<file path="src/hw/lsu_pkg.sv">
package lsu_pkg;

  // Byte address and data word of the RV32 core
  typedef logic [31:0] addr_t;
  typedef logic [31:0] word_t;

  // Sequencing of one memory access
  // ISSUE is the cycle between capture and raising the bus valids
  typedef enum logic [2:0] {
    IDLE,
    ISSUE,
    READ_WAIT,
    WRITE_WAIT,
    WRITE_RESP
  } lsu_state_t;

endpackage

</file>
<file path="src/hw/axi_pkg.sv">
package axi_pkg;

  typedef logic [2:0] axi_size_t;
  typedef logic [3:0] strb_t;
  typedef logic [1:0] axi_resp_t;
  typedef logic [3:0] lat_t;

  // AXI size codes, log2 of the transfer size in bytes
  localparam axi_size_t SIZE_BYTE = 3'd0;
  localparam axi_size_t SIZE_HALF = 3'd1;
  localparam axi_size_t SIZE_WORD = 3'd2;

  localparam axi_resp_t RESP_OKAY = 2'b00;

  // On-chip memory, 4 KiB as 32-bit words
  localparam int MEM_WORDS = 1024;

  // Cycles from the request handshake to the response valid
  localparam lat_t MEM_LATENCY = 4'd2;

endpackage

</file>
<file path="src/hw/axi_lite_if.sv">
`timescale 1ns/10ps

interface axi_lite_if import lsu_pkg::*, axi_pkg::*; ();

  addr_t     araddr;
  axi_size_t arsize;
  logic      arvalid;
  logic      arready;

  word_t     rdata;
  axi_resp_t rresp;
  logic      rvalid;
  logic      rready;

  addr_t     awaddr;
  axi_size_t awsize;
  logic      awvalid;
  logic      awready;

  word_t     wdata;
  strb_t     wstrb;
  logic      wvalid;
  logic      wready;

  axi_resp_t bresp;
  logic      bvalid;
  logic      bready;

  modport master (
    output araddr, arsize, arvalid, rready,
    output awaddr, awsize, awvalid, wdata, wstrb, wvalid, bready,
    input  arready, rdata, rresp, rvalid, awready, wready, bresp, bvalid
  );

  modport slave (
    input  araddr, arsize, arvalid, rready,
    input  awaddr, awsize, awvalid, wdata, wstrb, wvalid, bready,
    output arready, rdata, rresp, rvalid, awready, wready, bresp, bvalid
  );

endinterface

</file>
<file path="src/hw/lsu_fsm.sv">
`timescale 1ns/10ps

module lsu_fsm import lsu_pkg::*; (
  input  logic       clock,
  input  logic       reset,
  input  logic       start_read,
  input  logic       start_write,
  input  logic       arready,
  input  logic       rvalid,
  input  logic       awready,
  input  logic       wready,
  input  logic       bvalid,
  output logic       arvalid,
  output logic       rready,
  output logic       awvalid,
  output logic       wvalid,
  output logic       bready,
  output logic       done,
  output lsu_state_t state
);

  logic op_write;
  logic aw_ok;
  logic w_ok;

  // A write channel counts as accepted once its valid has dropped,
  // so AW and W may complete in either order
  assign aw_ok = ~awvalid | awready;
  assign w_ok  = ~wvalid | wready;

  assign done = (rready & rvalid) | (bready & bvalid);

  always_ff @(posedge clock) begin
    if (reset) begin
      state    <= IDLE;
      op_write <= 1'b0;
      arvalid  <= 1'b0;
      rready   <= 1'b0;
      awvalid  <= 1'b0;
      wvalid   <= 1'b0;
      bready   <= 1'b0;
    end else begin
      case (state)
        IDLE: begin
          if (start_read | start_write) begin
            op_write <= ~start_read;
            state    <= ISSUE;
          end
        end
        ISSUE: begin
          if (op_write) begin
            // The memory side expects both write valids in the same cycle
            awvalid <= 1'b1;
            wvalid  <= 1'b1;
            state   <= WRITE_WAIT;
          end else begin
            arvalid <= 1'b1;
            state   <= READ_WAIT;
          end
        end
        READ_WAIT: begin
          if (arvalid & arready) begin
            arvalid <= 1'b0;
            rready  <= 1'b1;
          end
          if (rready & rvalid) begin
            rready <= 1'b0;
            state  <= IDLE;
          end
        end
        WRITE_WAIT: begin
          if (awvalid & awready) begin
            awvalid <= 1'b0;
          end
          if (wvalid & wready) begin
            wvalid <= 1'b0;
          end
          if (aw_ok & w_ok) begin
            bready <= 1'b1;
            state  <= WRITE_RESP;
          end
        end
        WRITE_RESP: begin
          if (bvalid) begin
            bready <= 1'b0;
            state  <= IDLE;
          end
        end
        default: state <= IDLE;
      endcase
    end
  end

endmodule

</file>
<file path="src/hw/store_align.sv">
`timescale 1ns/10ps

module store_align import lsu_pkg::*, axi_pkg::*; (
  input  logic       size_byte,
  input  logic       size_half,
  input  logic [1:0] offset,
  input  word_t      wsrc,
  output word_t      wdata,
  output strb_t      wstrb,
  output axi_size_t  size
);

  strb_t strb_base;

  assign size = size_byte ? SIZE_BYTE : (size_half ? SIZE_HALF : SIZE_WORD);

  assign strb_base = size_byte ? 4'b0001 : (size_half ? 4'b0011 : 4'b1111);

  // Sub-word data moves up to the byte lane picked by the address
  assign wdata = (size_byte | size_half) ? (wsrc << {offset, 3'b000}) : wsrc;
  assign wstrb = strb_base << offset;

endmodule

</file>
<file path="src/hw/load_extend.sv">
`timescale 1ns/10ps

module load_extend import lsu_pkg::*; (
  input  logic       size_byte,
  input  logic       size_half,
  input  logic       sext,
  input  logic [1:0] offset,
  input  word_t      rdata,
  output word_t      result
);

  word_t lane;
  logic  fill;

  // Bring the addressed byte or half down to bit 0
  assign lane = (size_byte | size_half) ? (rdata >> {offset, 3'b000}) : rdata;

  assign fill = sext & (size_byte ? lane[7] : lane[15]);

  always_comb begin
    if (size_byte) begin
      result = {{24{fill}}, lane[7:0]};
    end else if (size_half) begin
      result = {{16{fill}}, lane[15:0]};
    end else begin
      result = lane;
    end
  end

endmodule

</file>
<file path="src/hw/lsu_unit.sv">
`timescale 1ns/10ps

module lsu_unit import lsu_pkg::*; (
  input  logic             clock,
  input  logic             reset,
  input  logic             ren,
  input  logic             wen,
  input  logic             size_byte,
  input  logic             size_half,
  input  logic             sext,
  input  logic             execute_valid,
  input  logic             clear_pipeline,
  input  addr_t            addr,
  input  word_t            wsrc,
  input  word_t            exu_r_wdata,
  input  addr_t            exu_pc,
  output addr_t            lsu_pc,
  output word_t            r_wdata,
  output logic             block,
  output logic             ls_valid,
  axi_lite_if.master       bus
);

  addr_t      addr_q;
  word_t      wsrc_q;
  logic       size_byte_q;
  logic       size_half_q;
  logic       sext_q;
  logic       ren_q;
  logic       done;
  word_t      load_result;
  lsu_state_t state;

  // Request fields follow the execute stage while no access is running
  always_ff @(posedge clock) begin
    if (~block) begin
      addr_q      <= addr;
      wsrc_q      <= wsrc;
      size_byte_q <= size_byte;
      size_half_q <= size_half;
      sext_q      <= sext;
      lsu_pc      <= exu_pc;
    end
  end

  always_ff @(posedge clock) begin
    if (reset) begin
      block    <= 1'b0;
      ls_valid <= 1'b0;
      ren_q    <= 1'b0;
    end else if (~block) begin
      ren_q <= ren;
      if (ren | wen) begin
        block    <= 1'b1;
        ls_valid <= 1'b0;
      end else begin
        ls_valid <= execute_valid & ~clear_pipeline;
      end
    end else if (done) begin
      block    <= 1'b0;
      ls_valid <= 1'b1;
    end
  end

  // Stores keep the pass-through value, only loads overwrite it
  always_ff @(posedge clock) begin
    if (~block) begin
      r_wdata <= exu_r_wdata;
    end else if (done & ren_q) begin
      r_wdata <= load_result;
    end
  end

  assign bus.araddr = addr_q;
  assign bus.awaddr = addr_q;
  assign bus.awsize = bus.arsize;

  lsu_fsm u_fsm (
    .clock       (clock),
    .reset       (reset),
    .start_read  (ren & ~block),
    .start_write (wen & ~block),
    .arready     (bus.arready),
    .rvalid      (bus.rvalid),
    .awready     (bus.awready),
    .wready      (bus.wready),
    .bvalid      (bus.bvalid),
    .arvalid     (bus.arvalid),
    .rready      (bus.rready),
    .awvalid     (bus.awvalid),
    .wvalid      (bus.wvalid),
    .bready      (bus.bready),
    .done        (done),
    .state       (state)
  );

  store_align u_store (
    .size_byte (size_byte_q),
    .size_half (size_half_q),
    .offset    (addr_q[1:0]),
    .wsrc      (wsrc_q),
    .wdata     (bus.wdata),
    .wstrb     (bus.wstrb),
    .size      (bus.arsize)
  );

  load_extend u_load (
    .size_byte (size_byte_q),
    .size_half (size_half_q),
    .sext      (sext_q),
    .offset    (addr_q[1:0]),
    .rdata     (bus.rdata),
    .result    (load_result)
  );

endmodule

</file>
<file path="src/flat_wrapper.sv">
// flat-port wrapper written by rule: the top's interface ports become plain ports
module lsu_unit_flat import lsu_pkg::*;
  (clock, reset, ren, wen, size_byte, size_half, sext, execute_valid, clear_pipeline, addr, wsrc, exu_r_wdata, exu_pc, lsu_pc, r_wdata, block, ls_valid, bus_araddr, bus_arsize, bus_arvalid, bus_rready, bus_awaddr, bus_awsize, bus_awvalid, bus_wdata, bus_wstrb, bus_wvalid, bus_bready, bus_arready, bus_rdata, bus_rresp, bus_rvalid, bus_awready, bus_wready, bus_bresp, bus_bvalid);
  axi_lite_if bus_i ();
  input  logic clock;
  input  logic reset;
  input  logic ren;
  input  logic wen;
  input  logic size_byte;
  input  logic size_half;
  input  logic sext;
  input  logic execute_valid;
  input  logic clear_pipeline;
  input  addr_t addr;
  input  word_t wsrc;
  input  word_t exu_r_wdata;
  input  addr_t exu_pc;
  output addr_t lsu_pc;
  output word_t r_wdata;
  output logic block;
  output logic ls_valid;
  output wire logic [$bits(bus_i.araddr)-1:0] bus_araddr;
  output wire logic [$bits(bus_i.arsize)-1:0] bus_arsize;
  output wire logic [$bits(bus_i.arvalid)-1:0] bus_arvalid;
  output wire logic [$bits(bus_i.rready)-1:0] bus_rready;
  output wire logic [$bits(bus_i.awaddr)-1:0] bus_awaddr;
  output wire logic [$bits(bus_i.awsize)-1:0] bus_awsize;
  output wire logic [$bits(bus_i.awvalid)-1:0] bus_awvalid;
  output wire logic [$bits(bus_i.wdata)-1:0] bus_wdata;
  output wire logic [$bits(bus_i.wstrb)-1:0] bus_wstrb;
  output wire logic [$bits(bus_i.wvalid)-1:0] bus_wvalid;
  output wire logic [$bits(bus_i.bready)-1:0] bus_bready;
  input wire logic [$bits(bus_i.arready)-1:0] bus_arready;
  input wire logic [$bits(bus_i.rdata)-1:0] bus_rdata;
  input wire logic [$bits(bus_i.rresp)-1:0] bus_rresp;
  input wire logic [$bits(bus_i.rvalid)-1:0] bus_rvalid;
  input wire logic [$bits(bus_i.awready)-1:0] bus_awready;
  input wire logic [$bits(bus_i.wready)-1:0] bus_wready;
  input wire logic [$bits(bus_i.bresp)-1:0] bus_bresp;
  input wire logic [$bits(bus_i.bvalid)-1:0] bus_bvalid;
  assign bus_araddr = bus_i.araddr;
  assign bus_arsize = bus_i.arsize;
  assign bus_arvalid = bus_i.arvalid;
  assign bus_rready = bus_i.rready;
  assign bus_awaddr = bus_i.awaddr;
  assign bus_awsize = bus_i.awsize;
  assign bus_awvalid = bus_i.awvalid;
  assign bus_wdata = bus_i.wdata;
  assign bus_wstrb = bus_i.wstrb;
  assign bus_wvalid = bus_i.wvalid;
  assign bus_bready = bus_i.bready;
  assign bus_i.arready = bus_arready;
  assign bus_i.rdata = bus_rdata;
  assign bus_i.rresp = bus_rresp;
  assign bus_i.rvalid = bus_rvalid;
  assign bus_i.awready = bus_awready;
  assign bus_i.wready = bus_wready;
  assign bus_i.bresp = bus_bresp;
  assign bus_i.bvalid = bus_bvalid;
  lsu_unit u_core (.clock(clock), .reset(reset), .ren(ren), .wen(wen), .size_byte(size_byte), .size_half(size_half), .sext(sext), .execute_valid(execute_valid), .clear_pipeline(clear_pipeline), .addr(addr), .wsrc(wsrc), .exu_r_wdata(exu_r_wdata), .exu_pc(exu_pc), .lsu_pc(lsu_pc), .r_wdata(r_wdata), .block(block), .ls_valid(ls_valid), .bus(bus_i));
endmodule
</file>
<file path="config.mk">
export PLATFORM = sky130hd
export DESIGN_NAME = lsu_unit_flat
export DESIGN_NICKNAME = d
export VERILOG_FILES = /design/src/hw/lsu_pkg.sv /design/src/hw/axi_pkg.sv /design/src/hw/axi_lite_if.sv /design/src/hw/lsu_fsm.sv /design/src/hw/store_align.sv /design/src/hw/load_extend.sv /design/src/hw/lsu_unit.sv /design/src/flat_wrapper.sv
export SDC_FILE = /design/constraint.sdc
export NUM_CORES = 1
export LEC_CHECK = 0
export BUFFER_PORTS_ARGS = -buffer_cell sky130_fd_sc_hd__buf_2
export CORE_MARGIN = 10
export CORE_UTILIZATION = 42
export CTS_CLUSTER_DIAMETER = 120
export DETAILED_ROUTE_END_ITERATION = 6
export PLACE_DENSITY = 0.84
export SLEW_MARGIN = 20
export SYNTH_ARGS = -nofsm -noshare
export SYNTH_HDL_FRONTEND = slang
export SYNTH_HIERARCHICAL = 1
export SYNTH_SLANG_ARGS = --single-unit
</file>
<file path="constraint.sdc">
create_clock -name clock -period 2.2 [get_ports clock]
set_clock_uncertainty 0.15 [all_clocks]
set_input_delay 0.11 -clock clock [delete_from_list [all_inputs] [get_ports clock]]
set_output_delay 0.11 -clock clock [all_outputs]
set_load 0.05 [all_outputs]
</file>
## Yosys cells after proc, flatten, opt, wreduce, memory -nomap -nowiden

Cells that the tools add are included.

- Register bits: 143
- Input bits: 178
- Output and inout port bits: 177
- Logic and storage cells: 105

- Eq/ne operators: 15
- Shift-type cells: 3
- Multiplexer cells: 36
- Bitwise logic cells: 22
- Reduce and logical (&&, ||, !) cells: 12

Operators by type and width:

| cell | number |
|---|---|
| $mux W32 | 6 |
| $shl A32 B5 Y32 | 1 |
| $shr A32 B5 Y32 | 1 |
| $ne A2 B2 Y1 const B | 11 |
| $mux W1 | 17 |
| $mux W3 | 5 |
| $pmux W3 S5 | 1 |
| $reduce_and A3 Y1 | 4 |
| $and A1 B1 Y1 | 11 |
| $mux W4 | 2 |
| $pmux W1 S2 | 4 |
| $reduce_bool A2 Y1 | 4 |
| $eq A3 B2 Y1 const B | 2 |
| $or A1 B1 Y1 | 6 |
| $not A1 Y1 | 5 |
| $reduce_and A2 Y1 | 2 |
| $reduce_and A4 Y1 | 1 |
| $shl A4 B2 Y4 | 1 |
| $eq A3 B1 Y1 const B | 1 |
| $eq A3 B3 Y1 const B | 1 |
| $logic_not A3 Y1 | 1 |
| $mux W2 | 1 |

## Longest topological paths before layout

Gate-level depths: netlist of run 1.

- Depth in word-level cells: 8
- Gate-level depth with buffers: 8
- Depth with buffers taken out: 5

## Hierarchy

The synthesis of run 1 kept the hierarchy.

By module, submodules not included:

| module | instances | cells each | area each (um^2) | seq. area each (um^2) |
|---|---|---|---|---|
| lsu_unit | 1 | 217 | 4714.5 | 3993.8 |
| load_extend | 1 | 147 | 932.1 | 0.0 |
| store_align | 1 | 122 | 883.3 | 0.0 |
| lsu_fsm | 1 | 62 | 478.0 | 180.2 |

## Least setup slack after synthesis of run 1

No wires, ideal clock.

- Kind: flip-flop to output port
- From: register u_core.addr_q[1], in the netlist u_core/bus.araddr[1]
- To: output bus_wdata[15]
- Data arrival time: 2.358 ns
- Data required time: 1.940 ns
- Slack: -0.418 ns
- Cell stages (with the launch flop): 4
- Buffers on the path: 2
- Path through: edfxtp_1 -> buf_2 -> buf_1 -> o31ai_1

- Word-level cells in the longest chain between the ends: 2

Ends and longest elaborated chain:

| what | line | source |
|---|---|---|
| start, declared | lsu_unit.sv:24 | `addr_t addr_q;` |
| start signal, assigned | lsu_unit.sv:37 | `addr_q <= addr;` |
| $shl A32 B5 Y32 | store_align.sv:20 | `assign wdata = (size_byte \| size_half) ? (wsrc << {offset, 3'b000}) : wsrc;` |
| $mux W32 | store_align.sv:20 |  |
| end, declared | flat_wrapper.sv:29 | `output wire logic [$bits(bus_i.wdata)-1:0] bus_wdata;` |

No other way between the ends.

## Worst setup path after layout of run 1

- From: register u_core.addr_q[1], in the netlist u_core/bus.araddr[1]
- To: register u_core.r_wdata[26] (data pin)

- Word-level cells in the longest chain between the ends: 8

Ends and longest elaborated chain:

| what | line | source |
|---|---|---|
| $shr A32 B5 Y32 * | load_extend.sv:16 | `assign lane = (size_byte \| size_half) ? (rdata >> {offset, 3'b000}) : rdata;` |
| $mux W32 * | load_extend.sv:16 |  |
| $mux W1 | load_extend.sv:18 | `assign fill = sext & (size_byte ? lane[7] : lane[15]);` |
| $and A1 B1 Y1 | load_extend.sv:18 |  |
| $mux W32 | load_extend.sv:23 | `end else if (size_half) begin` |
| $mux W32 * | load_extend.sv:21 | `if (size_byte) begin` |
| via u_core.load_result[26] | lsu_unit.sv:31 | `word_t load_result;` |
| $mux W32 * | lsu_unit.sv:69 | `end else if (done & ren_q) begin` |
| $mux W32 * | lsu_unit.sv:67 | `if (~block) begin` |
| end signal, assigned | lsu_unit.sv:68 | `r_wdata <= exu_r_wdata;` |
| end signal, assigned | lsu_unit.sv:70 | `r_wdata <= load_result;` |
| end, declared | lsu_unit.sv:18 | `output word_t r_wdata,` |

Mark *: on every way through the listed nets, which the timed path passes. The rest lies on a longest branch. The select of a mux whose other input is x is not followed.
A chain may end at the register's enable or synchronous reset.

==> run_results.csv, run 1 <==
group,metric,value,unit
setup_path,cpPeakStageDelay,0.44,ns
setup_path,reg2regPathDepth,7,
hold_path,hp-class,"in2reg",
sta,post-route-period-util,101,%
route,route.detailed.drc,1,
hold_path,worstHoldStart,"bus_rdata[22]",
power_and_ir_drop,ir_drop,680,uV
hold_path,holdPathStages,4,
route,via_count,7086,
synthesis,synth_top_area_share,56.1,%
finish,nets,1216,
cts,cts-buffers-inserted,17,
synthesis,ys_ff_latch,143,
setup_path,cp_cell_sequence,"buf_6, mux2_4, a311oi_4, buf_6, buf_12, a21oi_2, mux2_4",
setup_path,crit_slowest_cell,"edfxtp_1",
synthesis,synth.cell_area,7010,sq um
global_route,gr-total-overflow,0,
synthesis,syn_avg_cell_area,12.8,sq um
global_route,grt_pass1_vias,7283,
sta,rsz0062_at_grt,"yes",
floorplan,fp.dieArea,22300,sq um
synthesis,synthFlopType,"edfxtp_1",
power_and_ir_drop,leakage,5.06,nW
route,ant_nets,0,
route,wl_per_cell,23.6,um
place,gp_congestion,0.882,
floorplan,die_w,149,um
setup_path,worstPathMaxFanout,8,
synthesis,synth_edf_count,131,
global_route,grt_util_all_layers,24.8,%
global_route,grt_pass1_wl,42.7,mm
cts,cts_num_sinks,143,
cts,worstSkewPairLatency,0.42,ns
hold_path,holdPathEnd,"u_core/r_wdata[22]$_DFFE_PP_",
setup_path,r2r_end,"u_core/r_wdata[26]$_DFFE_PP_",
setup_path,critPathRequiredTime,2.21,ns
setup_path,cp-start-kind,"flop",
sta,setup_viol,20,
synthesis,async_reset_ff_share,0,%
route,first_pass_iters,7,
place,placed_cells,1063,
floorplan,coreArea,16500,sq um
cts,htreeDepth,4,
outcome,status,"complete, but fails checks",
synthesis,netlist_instances,548,
job,cap_violations,0,
synthesis,syn-num-nets,726,
global_route,grt_antenna_before_repair,5,
synthesis,synth-seq-area-share,59.6,%
power_and_ir_drop,powerDensity,815,nW/um^2
synthesis,synth_cell_types,53,
setup_path,critPathBufInv,3,
synthesis,synth_area_leaders,"edfxtp_1 (56%), mux2_1 (5.1%), buf_4 (4.0%)",
synthesis,synth.largest_area_cell,"edfxtp_1",
sta,hold_viol_final,0,
floorplan,start_util,42.6,%
outcome,violations,"design-rule violations, negative setup slack",
place,io_buffers,348,
place,place_hpwl,17.9,mm
finish,layout-drive-gt1-share,48.6,%
floorplan,chipHeight,149,um
cts,cts_tree,"built",
route,viasPerCell,5.54,
finish,final_util,71.2,%
cts,clkTransAtPathRegs,0.06,ns
setup_path,worstPathArrival,2.24,ns
route,drt_iter0_drc,794,
global_route,grt_max_degree,48,
finish,area_growth,67.4,%
setup_path,critPathCaptureType,"flop",
power_and_ir_drop,p_total,9.56,mW
setup_path,reg2reg_from,"u_core/bus.araddr[1]$_DFFE_PN_",
setup_path,r2r_slack,-0.02,ns
sta,setup_ws,-0.0244,ns
sta,slew_violations,0,
sta,fin_tns_setup,-0.239,ns
route,wl,30.1,mm
sta,period_minus_slack,2.22,ns
finish,final_cells,1278,
synthesis,yosys_warnings,6,
place,place_worst_setup_slack,0.0496,ns
setup_path,crit_family,"multiplexers",
cts,clockBufferDepth,2,
sta,max_freq,0.450,GHz
finish,fillers,998,
setup_path,critPathKind,"reg2reg",
cts,cts_root_buf,"clkbuf_16",
floorplan,pin_count,355,
floorplan,row_count,47,
## worst max path at each step
stage | slack, ns | cells after the start | end | start
finish | -0.02 | 7 | u_core/r_wdata[26]$_DFFE_PP_ | u_core/bus.araddr[1]$_DFFE_PN_
CTS | -0.06 | 6 | bus_wdata[16] | u_core/size_half_q$_DFFE_PN_
global placement | 0.1 | 5 | u_core/r_wdata[9]$_DFFE_PP_ | u_core/bus.araddr[1]$_DFFE_PN_
floorplan | -0.20 | 5 | u_core/r_wdata[26]$_DFFE_PP_ | u_core/bus.araddr[1]$_DFFE_PN_
global route | -0.12 | 6 | bus_wdata[16] | u_core/size_half_q$_DFFE_PN_
detailed placement | 0.05 | 7 | u_core/r_wdata[18]$_DFFE_PP_ | u_core/bus.araddr[1]$_DFFE_PN_
## tightest hold or removal path, cell delays in order
cell,delay [ns]
buf_2,0.09
a21oi_1,0.07
a21oi_2,0.10
mux2_4,0.14
## final cells by class
cell class	count	area, sq um	share of cell area [%]
Sequential cell	143	4180	35.6
Timing Repair Buffer	545	4080	34.8
Multi-Input combinational cell	317	2530	21.6
Clock buffer	18	429	3.66
Tap cell	220	275	2.35
Clock inverter	14	169	1.44
Inverter	14	56.3	0.480
Antenna cell	7	17.5	0.149
## power breakdown
part / leakage, nW / total (mW) / switching (mW) / internal [mW]
logic: 3.37 / 3.13 / 1.99 / 1.14
registers: 1.40 / 3.46 / 0.191 / 3.27
clock network: 0.285 / 2.97 / 1.25 / 1.72
## kinds of logic (layout without fill, tap and decap cells)
family	count (synthesis)	in the layout	synth area share, %
AOI/OAI and AO/OA	164	164	17.0
buffers and inverters	88	591	8.07
DFF	143	143	59.6
muxes	44	44	7.18
other	1	8	0.0535
and+or+nand+nor	108	108	8.18
## registers in the layout (all words and copies together), names as in the netlist, 3 cells and up
name and cells:
u_core/bus.araddr 32, u_core/lsu_pc 32, u_core/r_wdata 32, u_core/wsrc_q 32, u_core/u_fsm/state 3
## timing repair
| item | in CTS | in global routing |
|---|---|---|
| buffers inserted | 14 | 7 |
| pin swaps | 4 | 17 |
| hold buffers | 148 | 0 |
| endpoints found under the hold margin | 141 | 0 |
| setup endpoints to repair | 32 | 59 |
| gates cloned | 4 | 3 |
| resized for setup | 54 | 50 |
## routing by layer
metal / vias to the layer above / routed length (um) / track usage, %
met3: 154 / 3020 / 8.01
met2: 605 / 15400 / 43.3
met5: - / 0 / 0
met1: 3301 / 10100 / 26.3
met4: 0 / 1650 / 12.7
li1: 3026 / - / -
## metrics by stage
stage               hold slack, ns  cell area (sq um)
floorplan                   0.0324               7110
CTS                         0.0146              11400
finish                      0.0458              11700
global route                0.0547              11700
global placement             0.136               8880
detailed placement           0.138               8880
## synthesized netlist by cell type, types with 2 or more instances
| library cell | number |
|---|---|
| edfxtp_1 | 131 |
| o31ai_1 | 8 |
| nand2_1 | 19 |
| inv_1 | 11 |
| mux2_2 | 6 |
| buf_1 | 4 |
| a21oi_2 | 11 |
| inv_2 | 2 |
| a31o_1 | 6 |
| o21ai_1 | 3 |
| a221o_1 | 15 |
| nand2b_1 | 28 |
| a31oi_1 | 2 |
| nor3b_1 | 3 |
| nor2b_1 | 6 |
| a211o_1 | 3 |
| nor2_2 | 2 |
| a211oi_1 | 4 |
| mux2_1 | 32 |
| buf_2 | 17 |
| a21boi_0 | 7 |
| a21oi_1 | 47 |
| a311oi_1 | 2 |
| a221oi_1 | 7 |
| o211ai_1 | 17 |
| nor2_1 | 29 |
| and2_1 | 10 |
| dfxtp_1 | 12 |
| a22o_1 | 7 |
| o21ai_0 | 16 |
| buf_4 | 37 |
| nor3_1 | 5 |
| clkbuf_1 | 6 |
| mux2i_1 | 3 |
| buf_6 | 10 |
| mux2_4 | 3 |
## placed cells by master (no fill, tap or decap), drive strengths merged, types with 8 or more instances in the layout
cell type,n
buf,393
nand2b,28
dlygate4sd3,148
dfxtp,12
clkbuf,21
a221o,15
o31ai,8
and2,10
mux2,41
nor2,31
edfxtp,131
nand2,19
inv,22
a21oi,58
o211ai,18
o21ai,19
Power figures use the tool's default switching activity.
==> run 2, diff against run 1 <==
--- a/config.mk
+++ b/config.mk
@@ -11,6 +11,7 @@
 export CTS_CLUSTER_DIAMETER = 120
 export DETAILED_ROUTE_END_ITERATION = 6
 export PLACE_DENSITY = 0.84
+export REMOVE_ABC_BUFFERS = 1
 export SLEW_MARGIN = 20
 export SYNTH_ARGS = -nofsm -noshare
 export SYNTH_HDL_FRONTEND = slang
==> run 2 against run 1 <==
Net effect: the run ends with negative setup slack left; sequential share of layout area down 0.23 points; combinational power about the same; sequential power about the same; via count down 1.1%; fmax down 4.2%; non-clock buffer count up 8; first-iteration DRC count down 1.5%; cell count up 0.31%; critical path depth up 1; register-to-register slack worse by 0.099 ns.
==> run_results.csv, run 2 (same netlist as run 1, synthesis figures left out) <==
group,metric,value,unit
outcome,status,"complete, but fails checks",
outcome,violations,"negative setup slack",
floorplan,coreArea,16500,sq um
route,wl,29.7,mm
setup_path,cp-start-kind,"flop",
cts,cts-buffers-inserted,17,
place,place_hpwl,18.0,mm
route,wl_per_cell,23.2,um
setup_path,cp_cell_sequence,"buf_12, buf_4, o211ai_1, a21oi_2, o211ai_4, buf_8, o31ai_2, mux2_4",
floorplan,start_util,42.6,%
cts,cts_num_sinks,143,
setup_path,worstPathArrival,2.33,ns
setup_path,critPathRequiredTime,2.21,ns
place,place_worst_setup_slack,-0.0429,ns
floorplan,pin_count,355,
route,viasPerCell,5.47,
sta,rsz0062_at_grt,"yes",
sta,hold_viol_final,0,
route,drt_iter0_drc,782,
global_route,grt_util_all_layers,24.6,%
finish,final_common_cell,"buf_2",
global_route,grt_antenna_before_repair,3,
finish,nets,1224,
sta,post-route-period-util,106,%
job,cap_violations,0,
sta,slew_violations,0,
route,route.detailed.drc,0,
floorplan,die_w,149,um
setup_path,worstPathMaxFanout,7,
floorplan,row_count,47,
global_route,gr-total-overflow,0,
cts,worstSkewPairLatency,0.42,ns
power_and_ir_drop,leakage,5.09,nW
floorplan,fp.dieArea,22300,sq um
setup_path,critPathBufInv,3,
setup_path,crit_family,"compound AO/OA/AOI/OAI gates",
finish,area_growth,68.4,%
sta,worst_pin_slew,0.534,ns
setup_path,critPathKind,"reg2reg",
cts,htreeDepth,4,
setup_path,crit_slowest_cell,"edfxtp_1",
finish,layout-drive-gt1-share,48.1,%
setup_path,r2r_slack,-0.12,ns
cts,clkTransAtPathRegs,0.06,ns
sta,period_minus_slack,2.32,ns
global_route,grt_pass1_vias,7333,
sta,timing.slew.headroom,64.3,%
setup_path,critPathCaptureType,"flop",
global_route,grt_pass1_wl,42.5,mm
power_and_ir_drop,ir_drop,595,uV
route,via_count,7010,
power_and_ir_drop,powerDensity,800,nW/um^2
hold_path,hp-class,"in2reg",
sta,max_freq,0.430,GHz
sta,setup_ws,-0.123,ns
cts,cts_tree,"built",
route,first_pass_iters,5,
finish,fillers,1038,
cts,cts_root_buf,"clkbuf_16",
finish,final_cell_mix,"buf_2 (317), dlygate4sd3_1 (148), edfxtp_1 (131)",
global_route,grt_max_degree,40,
cts,clockBufferDepth,2,
setup_path,cpPeakStageDelay,0.50,ns
floorplan,chipHeight,149,um
place,io_buffers,348,
sta,fin_tns_setup,-1.48,ns
sta,setup_viol,25,
place,gp_congestion,0.876,
route,ant_nets,0,
## run 2: per-layer routing
layer  vias up  global-route usage, %  wire length [um]
met2       523                   43.4             15500
met5         -                      0                 0
li1       3049                      -                 -
met4         0                   9.27               876
met3        72                   8.34              3130
met1      3366                   26.8             10200
## run 2: power by group
| part | internal [mW] | switching (mW) |
|---|---|---|
| Combinational | 1.14 | 1.95 |
| Clock | 1.54 | 1.35 |
| Sequential | 3.27 | 0.183 |
## run 2: metrics by stage
stage                     area, sq um  hold WS, ns  util [%]  cells  power [mW]
after detailed placement         8820        0.138      53.6   1071        5.93
after floorplan                  6490       0.0291         -    474        5.21
after CTS                       11400      0.00258      69.2   1270        9.21
final                           11800       0.0236      71.7   1282        9.44
after global routing            11800       0.0428      71.7   1281        9.77
after global placement           8820        0.136      53.6   1071        5.89
## run 2: area by class of cell
cell class | count | area, sq um | share of cell area (%)
timing repair buffer | 553 | 4200 | 35.6
sequential | 143 | 4180 | 35.4
multi-input combinational | 317 | 2480 | 21.0
clock buffer | 17 | 425 | 3.60
tap | 220 | 275 | 2.33
clock inverter | 15 | 183 | 1.55
inverter | 14 | 56.3 | 0.477
antenna | 3 | 7.51 | 0.0636
## run 2: worst paths after layout
kind	end	startpoint	depth (start not counted)
setup / recovery	u_core/r_wdata[8]$_DFFE_PP_	u_core/size_half_q$_DFFE_PN_	8
hold / removal	u_core/r_wdata[28]$_DFFE_PP_	bus_rdata[28]	4
setup reg to reg	u_core/r_wdata[8]$_DFFE_PP_	u_core/size_half_q$_DFFE_PN_	8
hold reg to reg	u_core/u_fsm/bready$_SDFFE_PP0P_	u_core/u_fsm/bready$_SDFFE_PP0P_	2
## run 2: worst register-to-register path, delay by kind of cell, from the launching register on
family | cells | cell delay, ns
AOI/OAI and AO/OA | 4 | 0.62
muxes | 1 | 0.27
DFF | 1 | 0.50
buffers and inverters | 3 | 0.53
## run 2: repair_timing
item                                    in CTS  in global routing
hold buffers                               148                  0
endpoints found under the hold margin      142                  0
gates cloned                                 4                  5
pin swaps                                   17                 26
gates resized for setup                     75                 71
buffers inserted                            15                  7
endpoints found under the setup margin      43                 55
==> run 3, diff against run 2 <==
--- a/config.mk
+++ b/config.mk
@@ -7,10 +7,10 @@
 export LEC_CHECK = 0
 export BUFFER_PORTS_ARGS = -buffer_cell sky130_fd_sc_hd__buf_2
 export CORE_MARGIN = 10
-export CORE_UTILIZATION = 42
+export CORE_UTILIZATION = 50
 export CTS_CLUSTER_DIAMETER = 120
 export DETAILED_ROUTE_END_ITERATION = 6
-export PLACE_DENSITY = 0.84
+export PLACE_DENSITY = 0.93
 export REMOVE_ABC_BUFFERS = 1
 export SLEW_MARGIN = 20
 export SYNTH_ARGS = -nofsm -noshare
==> constraint.sdc (replaced) <==
create_clock -name clock -period 2.8 [get_ports clock]
set_clock_uncertainty 0.15 [all_clocks]
set_input_delay 0.14 -clock clock [delete_from_list [all_inputs] [get_ports clock]]
set_output_delay 0.14 -clock clock [all_outputs]
set_load 0.05 [all_outputs]
==> run 3 against run 2 <==
Net effect: largest power group unchanged; combinational power fell by 31%; register-to-register slack improved by 0.43 ns; the run now ends clean; sequential power fell by 21%; global-route usage rose by 3.9 points; clock power fell by 29%; via count fell by 2.0%; first-iteration DRC count did not move; hold slack improved by 0.020 ns; cell area fell by 9.6%; sequential share of layout area rose by 3.8 points; flip-flop and latch count did not move; highest routed layer unchanged; critical path depth fell by 2.
==> run_results.csv, run 3 (same netlist as run 1, synthesis figures left out) <==
group,metric,value,unit
global_route,grt_util_all_layers,28.5,%
global_route,grt_pass1_wl,42.9,mm
route,viasPerCell,5.70,
cts,cts_tree,"built",
route,first_pass_iters,5,
setup_path,cp_cell_sequence,"dlygate4sd3_1, buf_2, or4b_1, dlygate4sd3_1, a211oi_1, dlygate4sd3_1",
floorplan,row_count,43,
route,route.detailed.drc,0,
setup_path,critPathCaptureType,"flop",
setup_path,cpPeakStageDelay,0.61,ns
finish,area_growth,52.3,%
cts,cts_num_sinks,143,
sta,rsz0062_at_grt,"no",
setup_path,crit_slowest_cell,"dlygate4sd3_1",
power_and_ir_drop,powerDensity,649,nW/um^2
sta,hold_viol_final,0,
global_route,grt_antenna_before_repair,4,
route,wl_per_cell,23.8,um
setup_path,cp-start-kind,"input port",
global_route,grt_max_degree,60,
route,ant_nets,0,
sta,slew_violations,0,
finish,final_common_cell,"buf_2",
floorplan,coreArea,13800,sq um
finish,final_cell_mix,"buf_2 (348), dlygate4sd3_1 (148), edfxtp_1 (131)",
global_route,grt_pass1_vias,7226,
floorplan,chipHeight,138,um
cts,clockBufferDepth,2,
cts,cts-buffers-inserted,17,
sta,period_minus_slack,2.64,ns
finish,fillers,786,
sta,hold_slack,0.0437,ns
setup_path,critPathRequiredTime,3.01,ns
setup_path,worstPathArrival,2.85,ns
route,via_count,6867,
place,placed_cells,1020,
cts,cts_root_buf,"clkbuf_16",
finish,final_util,77.2,%
floorplan,die_w,138,um
sta,max_freq,0.379,GHz
finish,nets,1186,
cts,clkTransAtPathRegs,0.06,ns
place,gp_congestion,0.903,
cts,htreeDepth,4,
sta,timing.slew.headroom,57.0,%
place,io_buffers,348,
route,wl,28.7,mm
setup_path,worstPathMaxFanout,4,
setup_path,cp_common_cell,"dlygate4sd3_1",
floorplan,pin_count,355,
floorplan,fp.dieArea,19200,sq um
finish,layout-drive-gt1-share,42.1,%
place,place_hpwl,18.1,mm
setup_path,critPathKind,"in2reg",
sta,worst_pin_slew,0.643,ns
floorplan,start_util,50.7,%
job,cap_violations,0,
sta,setup_viol,0,
finish,final_cells,1204,
route,drt_iter0_drc,782,
cts,worstSkewPairLatency,0.42,ns
outcome,status,"finished clean",
power_and_ir_drop,leakage,4.60,nW
sta,post-route-period-util,94.3,%
power_and_ir_drop,ir_drop,520,uV
hold_path,hp-class,"in2reg",
global_route,gr-total-overflow,0,
-- run 3: per-stage QoR --
step	instance area, sq um	total power, mW	setup slack (ns)	TNS, ns
after CTS	10600	6.82	0.0279	0
final	10700	6.92	0.161	0
after global routing	10700	7.14	0.0805	0
after detailed placement	8630	4.62	0.454	0
after global placement	8630	4.58	0.451	0
after floorplan	6490	4.09	-1.20	-114.51
-- run 3: cell type report --
| cell class | count | area (sq um) | area share, % |
|---|---|---|---|
| well taps | 180 | 225 | 2.11 |
| multi-input cells | 317 | 2280 | 21.3 |
| flip-flops and latches | 143 | 4180 | 39.1 |
| repair buffers | 515 | 3410 | 31.9 |
| clock inverters | 12 | 88.8 | 0.833 |
| inverters | 14 | 55.1 | 0.516 |
| clock buffers | 19 | 433 | 4.06 |
| diodes | 4 | 10.0 | 0.0938 |
-- run 3: what timing repair did --
action	CTS	global route
hold endpoints to repair	141	0
resized for setup	0	3
endpoints found under the setup margin	3	12
cloned	0	0
buffers inserted	1	0
hold buffers	148	0
-- run 3: final timing paths --
path	end	slack [ns]	cells after the start	start
setup / recovery	u_core/ls_valid$_SDFFE_PP0P_	0.16	6	ren
hold / removal	u_core/r_wdata[7]$_DFFE_PP_	0.04	3	bus_rdata[7]
setup reg to reg	u_core/r_wdata[1]$_DFFE_PP_	0.31	4	u_core/bus.araddr[0]$_DFFE_PN_
hold reg to reg	u_core/u_fsm/state[1]$_SDFFE_PP0P_	0.48	2	u_core/u_fsm/state[0]$_SDFFE_PP0P_
-- run 3: routing by layer --
metal | GRT usage, % | up-vias | wire length (um)
met5 | 0 | - | 0
met4 | 17.0 | 0 | 1450
met3 | 8.90 | 108 | 2810
met2 | 50.1 | 549 | 15000
met1 | 29.0 | 3250 | 9410
li1 | - | 2960 | -
-- run 3: power by group --
part	internal, mW	switching [mW]
clock network	1.13	0.914
registers	2.57	0.150
logic	0.679	1.47
-- run 3: critical path, delay by kind of cell --
family | cells | cell delay (ns)
buffers and inverters | 4 | 1.91
AO/OA/AOI/OAI | 1 | 0.26
AND/OR/NAND/NOR | 1 | 0.54
